**config.mk**
```make
export PLATFORM = sky130hd
export DESIGN_NAME = llc_ctrl_top
export DESIGN_NICKNAME = d
export VERILOG_FILES = /design/src/logic/llc_types_pkg.sv /design/src/logic/llc_ctrl_pkg.sv /design/src/logic/llc_regs.sv /design/src/logic/llc_tag_store.sv /design/src/logic/llc_ctrl_fsm.sv /design/src/logic/llc_ctrl_top.sv
export VERILOG_INCLUDE_DIRS = /design/src /design/src/logic
export SDC_FILE = /design/constraint.sdc
export NUM_CORES = 1
export LEC_CHECK = 0
export ABC_AREA = 1
export BUFFER_PORTS_ARGS = -buffer_cell sky130_fd_sc_hd__clkbuf_2
export CAP_MARGIN = 10
export CORE_MARGIN = 2
export CORE_UTILIZATION = 24
export DETAILED_ROUTE_END_ITERATION = 7
export HOLD_SLACK_MARGIN = 0.03
export PLACE_DENSITY = 0.4
export SYNTH_ARGS = -nofsm -noshare
export SYNTH_HDL_FRONTEND = slang
export SYNTH_SLANG_ARGS = --single-unit
```
**constraint.sdc**
```tcl
create_clock -name clk -period 13.4 [get_ports clk]
set_input_delay 3.35 -clock clk [delete_from_list [all_inputs] [get_ports clk]]
set_output_delay 3.35 -clock clk [all_outputs]
set_load 0.005 [all_outputs]
```
**src/logic/llc_macros.svh**
```systemverilog
`ifndef LLC_MACROS_SVH
`define LLC_MACROS_SVH

// ************************************************
// Cache geometry.
// ************************************************

// Associativity and set count.
`define LLC_WAYS 4
`define LLC_SETS 16

// Index widths, log2 of the counts above.
`define LLC_SET_BITS 4
`define LLC_WAY_BITS 2

// ************************************************
// Address split.
// ************************************************

// A line address is the tag followed by the set index.
`define LLC_TAG_BITS 12
`define LLC_LINE_ADDR_BITS 16

`endif

```
**src/logic/llc_types_pkg.sv**
```systemverilog
`include "llc_macros.svh"

package llc_types_pkg;

    // Address fields.
    typedef logic [`LLC_SET_BITS-1:0] llc_set_t;
    typedef logic [`LLC_TAG_BITS-1:0] llc_tag_t;
    typedef logic [`LLC_WAY_BITS-1:0] llc_way_t;

    // Tag in the upper bits, set in the lower bits.
    typedef logic [`LLC_LINE_ADDR_BITS-1:0] line_addr_t;

    // Request from the client.
    typedef struct packed {
        line_addr_t addr;
        logic       is_write;
    } llc_req_t;

    // Lookup result, with the victim line on a miss.
    typedef struct packed {
        logic       hit;
        llc_way_t   way;
        logic       evict_valid;
        logic       evict_dirty;
        line_addr_t evict_addr;
    } llc_rsp_t;

endpackage

```
**src/logic/llc_ctrl_pkg.sv**
```systemverilog
package llc_ctrl_pkg;

    // Controller states.
    typedef enum logic [2:0] {
        RST_SWEEP,
        IDLE,
        FLUSH_SWEEP,
        DECODE,
        RD_SET,
        LOOKUP,
        UPDATE
    } llc_state_t;

    // Strobes from the FSM to the register block.
    typedef struct packed {
        logic clr_rst_stall;
        logic set_flush_stall;
        logic clr_flush_stall;
        logic clr_sweep_set;
        logic incr_sweep_set;
        logic set_req_in_stalled_valid;
        logic clr_req_in_stalled_valid;
        logic update_req_in_stalled;
        logic set_update_evict_way;
        logic decode_en;
        logic lookup_en;
    } llc_reg_ctrl_t;

endpackage

```
**src/logic/llc_regs.sv**
```systemverilog
`include "llc_macros.svh"

module llc_regs (
    input  logic                          clk,
    input  logic                          rst,
    input  llc_ctrl_pkg::llc_reg_ctrl_t   reg_ctrl,
    input  llc_types_pkg::llc_req_t       req,
    input  llc_types_pkg::llc_tag_t       tags_buf [`LLC_WAYS],
    input  llc_types_pkg::llc_way_t       way_next,
    input  llc_types_pkg::llc_set_t       set,
    output logic                          rst_stall,
    output logic                          flush_stall,
    output logic                          req_in_stalled_valid,
    output llc_types_pkg::llc_req_t       req_in_stalled,
    output llc_types_pkg::llc_set_t       sweep_set,
    output logic                          update_evict_way,
    output llc_types_pkg::line_addr_t     addr_evict
);

    // **************************************************
    // Status flags.
    // **************************************************

    // Set by reset, cleared once the reset sweep is done.
    always_ff @(posedge clk or negedge rst) begin
        if (!rst) begin
            rst_stall <= 1'b1;
        end else if (reg_ctrl.clr_rst_stall) begin
            rst_stall <= 1'b0;
        end
    end

    // Clear has priority over set.
    always_ff @(posedge clk or negedge rst) begin
        if (!rst) begin
            flush_stall <= 1'b0;
        end else if (reg_ctrl.clr_flush_stall) begin
            flush_stall <= 1'b0;
        end else if (reg_ctrl.set_flush_stall) begin
            flush_stall <= 1'b1;
        end
    end

    always_ff @(posedge clk or negedge rst) begin
        if (!rst) begin
            req_in_stalled_valid <= 1'b0;
        end else if (reg_ctrl.clr_req_in_stalled_valid) begin
            req_in_stalled_valid <= 1'b0;
        end else if (reg_ctrl.set_req_in_stalled_valid) begin
            req_in_stalled_valid <= 1'b1;
        end
    end

    // Marks a miss; each new request starts clean in decode.
    always_ff @(posedge clk or negedge rst) begin
        if (!rst) begin
            update_evict_way <= 1'b0;
        end else if (reg_ctrl.decode_en) begin
            update_evict_way <= 1'b0;
        end else if (reg_ctrl.set_update_evict_way) begin
            update_evict_way <= 1'b1;
        end
    end

    // **************************************************
    // Sweep counter, shared by reset and flush.
    // **************************************************

    always_ff @(posedge clk or negedge rst) begin
        if (!rst) begin
            sweep_set <= '0;
        end else if (reg_ctrl.clr_sweep_set) begin
            sweep_set <= '0;
        end else if (reg_ctrl.incr_sweep_set) begin
            sweep_set <= sweep_set + 1'b1;
        end
    end

    // **************************************************
    // Request and eviction address.
    // **************************************************

    // Holds the request in service, or the one parked during a flush.
    always_ff @(posedge clk) begin
        if (reg_ctrl.update_req_in_stalled) begin
            req_in_stalled <= req;
        end
    end

    // Victim tag joined with the set.
    always_ff @(posedge clk) begin
        if (reg_ctrl.lookup_en) begin
            addr_evict <= {tags_buf[way_next], set};
        end
    end

endmodule

```
**src/logic/llc_tag_store.sv**
```systemverilog
`include "llc_macros.svh"

module llc_tag_store (
    input  logic                      clk,
    input  logic                      rst,
    input  logic                      rd_set_en,
    input  llc_types_pkg::llc_set_t   rd_set,
    input  logic                      wr_en,
    input  llc_types_pkg::llc_way_t   wr_way,
    input  llc_types_pkg::llc_tag_t   wr_tag,
    input  logic                      wr_dirty,
    input  logic                      advance_ptr,
    input  logic                      sweep_en,
    input  llc_types_pkg::llc_set_t   sweep_set,
    output llc_types_pkg::llc_tag_t   tags_buf [`LLC_WAYS],
    output logic [`LLC_WAYS-1:0]      valid_buf,
    output logic [`LLC_WAYS-1:0]      dirty_buf,
    output llc_types_pkg::llc_way_t   evict_ptr
);
    import llc_types_pkg::*;

    llc_tag_t                             tags [`LLC_SETS][`LLC_WAYS];
    logic [`LLC_SETS-1:0][`LLC_WAYS-1:0]     valid;
    logic [`LLC_SETS-1:0][`LLC_WAYS-1:0]     dirty;
    logic [`LLC_SETS-1:0][`LLC_WAY_BITS-1:0] ptr;

    // Tag array.
    always_ff @(posedge clk) begin
        if (wr_en) begin
            tags[rd_set][wr_way] <= wr_tag;
        end
    end

    // State bits and replacement pointer; a sweep clears one set per cycle.
    always_ff @(posedge clk or negedge rst) begin
        if (!rst) begin
            valid <= '0;
            dirty <= '0;
            ptr   <= '0;
        end else if (sweep_en) begin
            valid[sweep_set] <= '0;
            dirty[sweep_set] <= '0;
            ptr[sweep_set]   <= '0;
        end else begin
            if (wr_en) begin
                valid[rd_set][wr_way] <= 1'b1;
                dirty[rd_set][wr_way] <= wr_dirty;
            end
            // Round robin, wraps modulo the way count.
            if (advance_ptr) begin
                ptr[rd_set] <= ptr[rd_set] + 1'b1;
            end
        end
    end

    // Whole set read into the buffers.
    always_ff @(posedge clk) begin
        if (rd_set_en) begin
            for (int w = 0; w < `LLC_WAYS; w++) begin
                tags_buf[w] <= tags[rd_set][w];
            end
            valid_buf <= valid[rd_set];
            dirty_buf <= dirty[rd_set];
            evict_ptr <= ptr[rd_set];
        end
    end

endmodule

```
**src/logic/llc_ctrl_fsm.sv**
```systemverilog
`include "llc_macros.svh"

module llc_ctrl_fsm (
    input  logic                          clk,
    input  logic                          rst,
    input  logic                          req_valid,
    input  llc_types_pkg::llc_req_t       req,
    input  logic                          flush,
    input  logic                          rst_stall,
    input  logic                          flush_stall,
    input  logic                          req_in_stalled_valid,
    input  llc_types_pkg::llc_req_t       req_in_stalled,
    input  llc_types_pkg::llc_set_t       sweep_set,
    input  logic                          update_evict_way,
    input  llc_types_pkg::llc_tag_t       tags_buf [`LLC_WAYS],
    input  logic [`LLC_WAYS-1:0]          valid_buf,
    input  logic [`LLC_WAYS-1:0]          dirty_buf,
    input  llc_types_pkg::llc_way_t       evict_ptr,
    input  llc_types_pkg::line_addr_t     addr_evict,
    output llc_ctrl_pkg::llc_reg_ctrl_t   reg_ctrl,
    output logic                          ready,
    output logic                          rd_set_en,
    output llc_types_pkg::llc_set_t       rd_set,
    output logic                          wr_en,
    output llc_types_pkg::llc_way_t       wr_way,
    output llc_types_pkg::llc_tag_t       wr_tag,
    output logic                          wr_dirty,
    output logic                          advance_ptr,
    output logic                          sweep_en,
    output llc_types_pkg::llc_way_t       way_next,
    output logic                          rsp_valid,
    output llc_types_pkg::llc_rsp_t       rsp,
    output logic                          flush_done
);
    import llc_types_pkg::*;
    import llc_ctrl_pkg::*;

    llc_state_t           state;
    llc_state_t           state_next;
    llc_tag_t             req_tag;
    logic [`LLC_WAYS-1:0] hit_vec;
    logic                 hit;
    llc_way_t             hit_way;
    logic                 last_set;
    logic                 evict_valid;

    assign req_tag  = req_in_stalled.addr[`LLC_LINE_ADDR_BITS-1:`LLC_SET_BITS];
    assign rd_set   = req_in_stalled.addr[`LLC_SET_BITS-1:0];
    assign last_set = (sweep_set == llc_set_t'(`LLC_SETS - 1));

    // **************************************************
    // Tag compare and way choice.
    // **************************************************

    always_comb begin
        hit_way = '0;
        for (int w = 0; w < `LLC_WAYS; w++) begin
            hit_vec[w] = valid_buf[w] && (tags_buf[w] == req_tag);
            if (hit_vec[w]) begin
                hit_way = llc_way_t'(w);
            end
        end
    end

    assign hit      = |hit_vec;
    assign way_next = hit ? hit_way : evict_ptr;

    // Fill or dirty update; a hit keeps its dirty bit.
    assign wr_way   = way_next;
    assign wr_tag   = req_tag;
    assign wr_dirty = req_in_stalled.is_write || (hit && dirty_buf[way_next]);

    // Response, meaningful in UPDATE.
    assign evict_valid = update_evict_way && valid_buf[evict_ptr];

    always_comb begin
        rsp.hit         = !update_evict_way;
        rsp.way         = way_next;
        rsp.evict_valid = evict_valid;
        rsp.evict_dirty = evict_valid && dirty_buf[evict_ptr];
        rsp.evict_addr  = evict_valid ? addr_evict : '0;
    end

    // **************************************************
    // State machine.
    // **************************************************

    always_ff @(posedge clk or negedge rst) begin
        if (!rst) begin
            state <= RST_SWEEP;
        end else begin
            state <= state_next;
        end
    end

    always_comb begin
        state_next  = state;
        reg_ctrl    = '0;
        ready       = 1'b0;
        rd_set_en   = 1'b0;
        wr_en       = 1'b0;
        advance_ptr = 1'b0;
        sweep_en    = 1'b0;
        rsp_valid   = 1'b0;
        flush_done  = 1'b0;
        case (state)
            RST_SWEEP: begin
                // One extra cycle after the last set, once rst_stall drops.
                if (rst_stall) begin
                    sweep_en                = 1'b1;
                    reg_ctrl.incr_sweep_set = 1'b1;
                    reg_ctrl.clr_rst_stall  = last_set;
                end else begin
                    state_next = IDLE;
                end
            end
            IDLE: begin
                ready = 1'b1;
                if (flush) begin
                    reg_ctrl.set_flush_stall          = 1'b1;
                    reg_ctrl.clr_sweep_set            = 1'b1;
                    reg_ctrl.set_req_in_stalled_valid = req_valid;
                    reg_ctrl.update_req_in_stalled    = req_valid;
                    state_next                        = FLUSH_SWEEP;
                end else if (req_valid) begin
                    reg_ctrl.update_req_in_stalled = 1'b1;
                    state_next                     = DECODE;
                end
            end
            FLUSH_SWEEP: begin
                if (flush_stall) begin
                    ready                     = !req_in_stalled_valid;
                    sweep_en                  = 1'b1;
                    reg_ctrl.incr_sweep_set   = 1'b1;
                    reg_ctrl.clr_flush_stall  = last_set;
                    // Park at most one request.
                    if (req_valid && !req_in_stalled_valid) begin
                        reg_ctrl.set_req_in_stalled_valid = 1'b1;
                        reg_ctrl.update_req_in_stalled    = 1'b1;
                    end
                end else begin
                    flush_done                        = 1'b1;
                    reg_ctrl.clr_req_in_stalled_valid = 1'b1;
                    state_next = req_in_stalled_valid ? DECODE : IDLE;
                end
            end
            DECODE: begin
                reg_ctrl.decode_en = 1'b1;
                state_next         = RD_SET;
            end
            RD_SET: begin
                rd_set_en  = 1'b1;
                state_next = LOOKUP;
            end
            LOOKUP: begin
                reg_ctrl.lookup_en            = 1'b1;
                reg_ctrl.set_update_evict_way = !hit;
                state_next                    = UPDATE;
            end
            UPDATE: begin
                wr_en       = 1'b1;
                advance_ptr = update_evict_way;
                rsp_valid   = 1'b1;
                state_next  = IDLE;
            end
            default: begin
                state_next = RST_SWEEP;
            end
        endcase
    end

endmodule

```
**src/logic/llc_ctrl_top.sv**
```systemverilog
`include "llc_macros.svh"

module llc_ctrl_top (
    input  logic                      clk,
    input  logic                      rst,
    input  logic                      req_valid,
    input  llc_types_pkg::llc_req_t   req,
    input  logic                      flush,
    output logic                      ready,
    output logic                      rsp_valid,
    output llc_types_pkg::llc_rsp_t   rsp,
    output logic                      flush_done
);
    import llc_types_pkg::*;
    import llc_ctrl_pkg::*;

    // FSM to registers.
    llc_reg_ctrl_t reg_ctrl;
    llc_way_t      way_next;

    // Registers back to the FSM.
    logic          rst_stall;
    logic          flush_stall;
    logic          req_in_stalled_valid;
    logic          update_evict_way;
    llc_req_t      req_in_stalled;
    llc_set_t      sweep_set;
    line_addr_t    addr_evict;

    // Tag store traffic.
    llc_tag_t             tags_buf [`LLC_WAYS];
    logic [`LLC_WAYS-1:0] valid_buf;
    logic [`LLC_WAYS-1:0] dirty_buf;
    llc_way_t             evict_ptr;
    logic                 rd_set_en;
    llc_set_t             rd_set;
    logic                 wr_en;
    llc_way_t             wr_way;
    llc_tag_t             wr_tag;
    logic                 wr_dirty;
    logic                 advance_ptr;
    logic                 sweep_en;

    llc_ctrl_fsm llc_ctrl_fsm_inst (
        .clk                  (clk),
        .rst                  (rst),
        .req_valid            (req_valid),
        .req                  (req),
        .flush                (flush),
        .rst_stall            (rst_stall),
        .flush_stall          (flush_stall),
        .req_in_stalled_valid (req_in_stalled_valid),
        .req_in_stalled       (req_in_stalled),
        .sweep_set            (sweep_set),
        .update_evict_way     (update_evict_way),
        .tags_buf             (tags_buf),
        .valid_buf            (valid_buf),
        .dirty_buf            (dirty_buf),
        .evict_ptr            (evict_ptr),
        .addr_evict           (addr_evict),
        .reg_ctrl             (reg_ctrl),
        .ready                (ready),
        .rd_set_en            (rd_set_en),
        .rd_set               (rd_set),
        .wr_en                (wr_en),
        .wr_way               (wr_way),
        .wr_tag               (wr_tag),
        .wr_dirty             (wr_dirty),
        .advance_ptr          (advance_ptr),
        .sweep_en             (sweep_en),
        .way_next             (way_next),
        .rsp_valid            (rsp_valid),
        .rsp                  (rsp),
        .flush_done           (flush_done)
    );

    llc_regs llc_regs_inst (
        .clk                  (clk),
        .rst                  (rst),
        .reg_ctrl             (reg_ctrl),
        .req                  (req),
        .tags_buf             (tags_buf),
        .way_next             (way_next),
        .set                  (rd_set),
        .rst_stall            (rst_stall),
        .flush_stall          (flush_stall),
        .req_in_stalled_valid (req_in_stalled_valid),
        .req_in_stalled       (req_in_stalled),
        .sweep_set            (sweep_set),
        .update_evict_way     (update_evict_way),
        .addr_evict           (addr_evict)
    );

    llc_tag_store llc_tag_store_inst (
        .clk         (clk),
        .rst         (rst),
        .rd_set_en   (rd_set_en),
        .rd_set      (rd_set),
        .wr_en       (wr_en),
        .wr_way      (wr_way),
        .wr_tag      (wr_tag),
        .wr_dirty    (wr_dirty),
        .advance_ptr (advance_ptr),
        .sweep_en    (sweep_en),
        .sweep_set   (sweep_set),
        .tags_buf    (tags_buf),
        .valid_buf   (valid_buf),
        .dirty_buf   (dirty_buf),
        .evict_ptr   (evict_ptr)
    );

endmodule

```
==> After elaboration in Yosys (flattened, before gate mapping) <==
Memory sizes are Yosys's and may differ from the RTL's. A register that Yosys moved wholly into a read port is not among the register bits.
Index checks and enable logic that the tools add are counted.
{ "classes": {"addsub": 2, "n_lt_le_gt_ge": 9, "n_eq_ne": 14, "muxes": 84, "n_bitwise": 7, "reduce_logical": 25} }
{ "op_table": {"columns": ["cell", "n"], "rows": [
  ["$mux W64", 4],
  ["$and A64 B64 Y64", 2],
  ["$bwmux W64", 1],
  ["$mux W32", 2],
  ["$not A64 Y64", 1],
  ["$or A64 B64 Y64", 1],
  ["$eq A12 B12 Y1", 4],
  ["$mux W48", 1],
  ["$mux W12", 3],
  ["$mux W1", 34],
  ["$and A32 B32 Y32", 1],
  ["$bmux W4 S4", 2],
  ["$bwmux W32", 1],
  ["$demux W4 S4", 2],
  ["$not A32 Y32", 1],
  ["$bmux W12 S2", 1],
  ["$demux W12 S2", 1],
  ["$mux W4", 6],
  ["$pmux W3 S7", 1],
  ["$demux W2 S4", 2],
  ["$mux W16", 1],
  ["$mux W2", 8],
  ["$logic_and A1 B1 Y1", 12],
  ["$mux W3", 4],
  ["25 further kinds", 45]
]} }
{ "totals": {"reg_bits": 214, "ramBits": 768, "inputBits": 21, "out_inout_bits": 24, "word_cells": 202, "n_memories": 1} }
{ "memory_table": {"columns": ["memory", "depth", "width", "read_ports", "rd_clocked_by_memory_dff", "write_ports", "line_no", "rtl"], "rows": [
  ["llc_tag_store_inst.tags", 16, 48, 1, 1, 1, "llc_tag_store.sv:22", "llc_tag_t tags [`LLC_SETS][`LLC_WAYS];"]
]} }

==> Logic depth before layout (Yosys ltp) <==
{ "logic_depth": {"depth_word": 15, "mapped_depth": 20} }

==> Modules after synthesis <==
Synthesis repeated with hierarchy kept, for this count alone.
{ "unflattened": {"cells_unflattened": 3264, "hier_area_um2": 41404.7} }
{ "by_module_without_submodules": {"columns": ["mod", "n_inst", "cells_each", "area_each_um2"], "rows": [
  ["llc_tag_store", 1, 2681, 37768.7],
  ["llc_ctrl_fsm", 1, 446, 1981.9],
  ["llc_regs", 1, 137, 1654.1]
]} }

==> Least setup slack after synthesis <==
OpenSTA, ideal clock, no wires.
{ "synth_path": {"path_type": "reg2out", "startpoint": "register llc_regs_inst.req_in_stalled[16] (netlist name)", "endpoint": "output rsp[18] (netlist bit)", "t_arrival_ps": 2156, "required_ps": 10050, "slack_ps": 7894, "stages_incl_launch_ff": 13, "cell_sequence": "edfxtp_1 buf_2 inv_2 nand2_1 nand2_1 nor2_1 nand2_1 nor2_1 nand2_1 nand2_1 nor2_2 nand2_2 nand2_4"} }
{ "synth_rtl": {"columns": ["item", "line_no", "rtl"], "rows": [
  ["to (decl)", "llc_ctrl_top.sv:11", "output llc_types_pkg::llc_rsp_t rsp,"]
]} }

==> reports/qor.yml <==
start_kind: "register"
stdcell_area_sq_mm: 0.0472
grt_pass1_wl_um: 198000
start_util: 0.241
synthArstFlopShare: 0.166
io_pins: 45
reg2reg_to: "llc_tag_store_inst.tags[14][23]$_DFFE_PP_"
place.gp.congestion: 0.869
worst-path-max-fanout: 53
syn_avg_cell_area_sq_um: 13.1
via_per_inst: 4.73
worstMarginPinSlew_ns: 1.22
drt_first_pass_iters: 5
hold_depth: 1
synth-warning-count: 0
place_area_sq_mm: 0.0439
drive_gt1_frac: 0.0990
peakVddDrop_mv: 0.108
synthFlopType: "edfxtp_1"
die_area_sq_mm: 0.173
worst_path_most_repeated_cell: "nand2_1"
avgRoutedWirePerCell_um: 25.4
final-seq-area_sq_mm: 0.0301
rsz0062_at_grt: "false"
place_ws_ns: 7.26
port_buffers: 44
setup_viol: 0
r2r_slack_ns: 8.45
setup-tns-final_ns: 0
placed_cells: 5306
crit_buf_inv: 3
cts_tree: "yes"
max-clock-path-buffers: 3
drt-initial-drc-count: 2430
die_y_um: 416
core.rowCount: 151
fin_ws_ns: 6.58
post_cts_buffers: 0
cp_cell_sequence: "buf_4 > inv_2 > nand2_1 > nand2_1 > nor2_1 > nand2_1 > nor2_1 > nand2_1 > nand2_1 > nor2_2 > nand2_2 > nand2_4 > clkbuf_2"
cpPeakStageDelay_ns: 0.72
hpwl_um: 80400
post-route-drc-count: 0
period_share: 0.509
cts_root_buf: "clkbuf_16"
final_cells: 5500
final_nets: 3225
first_global_vias: 25500
crit_slowest_cell: "edfxtp_1"
min_to: "llc_regs_inst.rst_stall$_DFFE_PN1P_"
cp_top_family: "buffers and inverters"
drv_cap: 0
antenna_found_initial: 9
cts.repair.resized: 0
cts.clk_slew.worst_paths_ns: 0.06
numCtsBuffers: 110
diodes: 0
route.met2.wl_um: 63500
htree_levels: 3
status: "finished clean"
routed_wl_um: 140000
finClkSkew_ns: 0.0301
p_leak_nw: 16.6
wl_met3_um: 6880
worstPathRequired_ns: 10.05
area_delta_synth_final_pct: 15.8
synth_nets: 3133
cp-end-kind: "output pin"
gr-usage-all-layers: 0.159
grt_max_degree: 122
clkLatencyLatePin_ns: 0.74
period_minus_slack_ns: 6.82
ys_ff_latch: 1030
pwr_density_cell_mw_per_mm2: 174
final-hold-violation-count: 0
final_util: 0.279
ys_seq_area_frac: 0.737
hold_buffers: 0
syn_area_sq_mm: 0.0408
multi_input_area_sq_mm: 0.00894
overflow: 0
min_from: "llc_regs_inst.rst_stall$_DFFE_PN1P_"
fillers: 17200
slew_headroom: 0.189
core_area_sq_mm: 0.169
cp.arrival_ns: 3.47
regToRegStartpoint: "llc_regs_inst.req_in_stalled[5]$_DFFE_PP_"
highest-signal-layer: "met5"
synth.distinct_cells: 45
syn-instance-count: 3108
synth_edf_count: 859
report.final.slew_viol_count: 0
cts.sinks: 1030
die_x_um: 416
hold_class: "register to register"
num_vias: 26000
critical_path_class: "register to output pin"
timing.fmax_mhz: 147
reg2reg_depth: 15
drt-met1-wl_um: 65600
ant_nets: 0
[worst reg2reg max path, delay by kind of cell, from the launching register on]
family	cells	cell delay, ns
buffers and inverters	3	1.88
DFF	1	0.72
and+or+nand+nor	12	1.92
[area by class of cell]
cell class / instances / area share
sequential: 1030 / 0.637
inverter: 313 / 0.0252
clock buffer: 144 / 0.0626
timing repair buffer: 128 / 0.0184
multi-input combinational: 1617 / 0.189
tap: 2218 / 0.0588
clock inverter: 50 / 0.00880
[through the flow]
| stage | power [W] | hold slack [ns] |
|---|---|---|
| CTS | 0.00831 | 0.497 |
| global route | 0.00855 | 0.514 |
| global placement | 0.00535 | 0.484 |
| detailed placement | 0.00535 | 0.489 |
| finish | 0.00822 | 0.494 |
| floorplan | 0.00470 | 0.470 |
[how the worst max path moves through the flow]
stage	slack, ns	end	cells past startpoint	startpoint
floorplan	7.89	rsp[18]	12	llc_regs_inst.req_in_stalled[16]$_DFFE_PP_
global placement	7.28	rsp[18]	10	llc_regs_inst.req_in_stalled[5]$_DFFE_PP_
detailed placement	7.26	rsp[18]	10	llc_regs_inst.req_in_stalled[5]$_DFFE_PP_
CTS	6.46	rsp[18]	10	llc_regs_inst.req_in_stalled[5]$_DFFE_PP_
global route	6.27	rsp[18]	13	llc_regs_inst.req_in_stalled[5]$_DFFE_PP_
finish	6.58	rsp[18]	13	llc_regs_inst.req_in_stalled[5]$_DFFE_PP_
[power breakdown]
| group | total [W] | leakage, nW | internal, W | switching (W) |
|---|---|---|---|---|
| registers | 0.00389 | 10.1 | 0.00377 | 0.000117 |
| logic | 0.00138 | 4.87 | 0.000334 | 0.00104 |
| clock network | 0.00295 | 1.66 | 0.00166 | 0.00129 |
[registers in the layout, summed over array words and instances, names as in the netlist]
| register | count |
|---|---|
| llc_regs_inst.rst_stall | 1 |
| llc_tag_store_inst.valid_buf | 4 |
| llc_tag_store_inst.evict_ptr | 2 |
| llc_ctrl_fsm_inst.state | 3 |
| llc_regs_inst.sweep_set | 4 |
| llc_tag_store_inst.dirty | 64 |
| llc_regs_inst.flush_stall | 1 |
| llc_regs_inst.update_evict_way | 1 |
| llc_regs_inst.addr_evict | 16 |
| llc_tag_store_inst.valid | 64 |
| llc_regs_inst.req_in_stalled_valid | 1 |
| llc_tag_store_inst.tags_buf | 48 |
| llc_tag_store_inst.ptr | 32 |
| llc_tag_store_inst.dirty_buf | 4 |
| llc_regs_inst.req_in_stalled | 17 |
| llc_tag_store_inst.tags | 768 |
[synth_stat cells (5+ instances only)]
library cell,number,area share
a21oi_1,285,0.035
a22oi_1,431,0.079
buf_1,12,0.0011
buf_2,16,0.0020
buf_6,7,0.0019
clkbuf_1,110,0.010
dfrtp_1,170,0.10
edfxtp_1,859,0.63
inv_1,297,0.027
inv_2,13,0.0012
nand2_1,392,0.036
nand3_1,101,0.012
nand4_1,13,0.0020
nor2_1,156,0.014
nor2_2,13,0.0020
nor3_1,7,0.00086
o211ai_1,7,0.0013
o21ai_0,65,0.0080
o221ai_1,5,0.0011
o22ai_1,54,0.0083
or4_1,52,0.0096
[cell families (layout without fill, tap and decap cells)]
kind of cell,Yosys count,count (layout),synth area share
flops,1030,1030,0.737
fa+ha+maj,4,4,0.00123
simple gates,748,748,0.0802
buf+inv,461,635,0.0445
compound gates,860,860,0.136
xor+xnor,5,5,0.00107
[metal layers]
layer | up-vias | track usage
met3 | 179 | 0.0220
met5 | - | 0
met1 | 13400 | 0.229
met4 | 2 | 0.0470
li1 | 11700 | -
met2 | 733 | 0.246
[cells in the final DEF, fill, tap and decap left out, drive strengths merged]
cell,netlist,final
a21boi,2,2
a21oi,287,287
a221oi,1,1
a22o,2,2
a22oi,431,431
a31o,1,1
and3,1,1
buf,38,85
bufinv,0,6
clkbuf,110,187
clkinv,2,39
clkinvlp,0,1
dfrtp,170,170
dfstp,1,1
edfxtp,859,859
ha,4,4
inv,311,317
nand2,398,398
nand3,102,102
nand3b,3,3
nand4,13,13
nor2,170,170
nor3,8,8
nor4,1,1
o2111ai,2,2
o211ai,7,7
o21ai,67,67
o221ai,5,5
o22ai,54,54
o31ai,1,1
or4,52,52
xnor2,4,4
xor2,1,1
No activity file was read; power rests on OpenSTA's default activity.
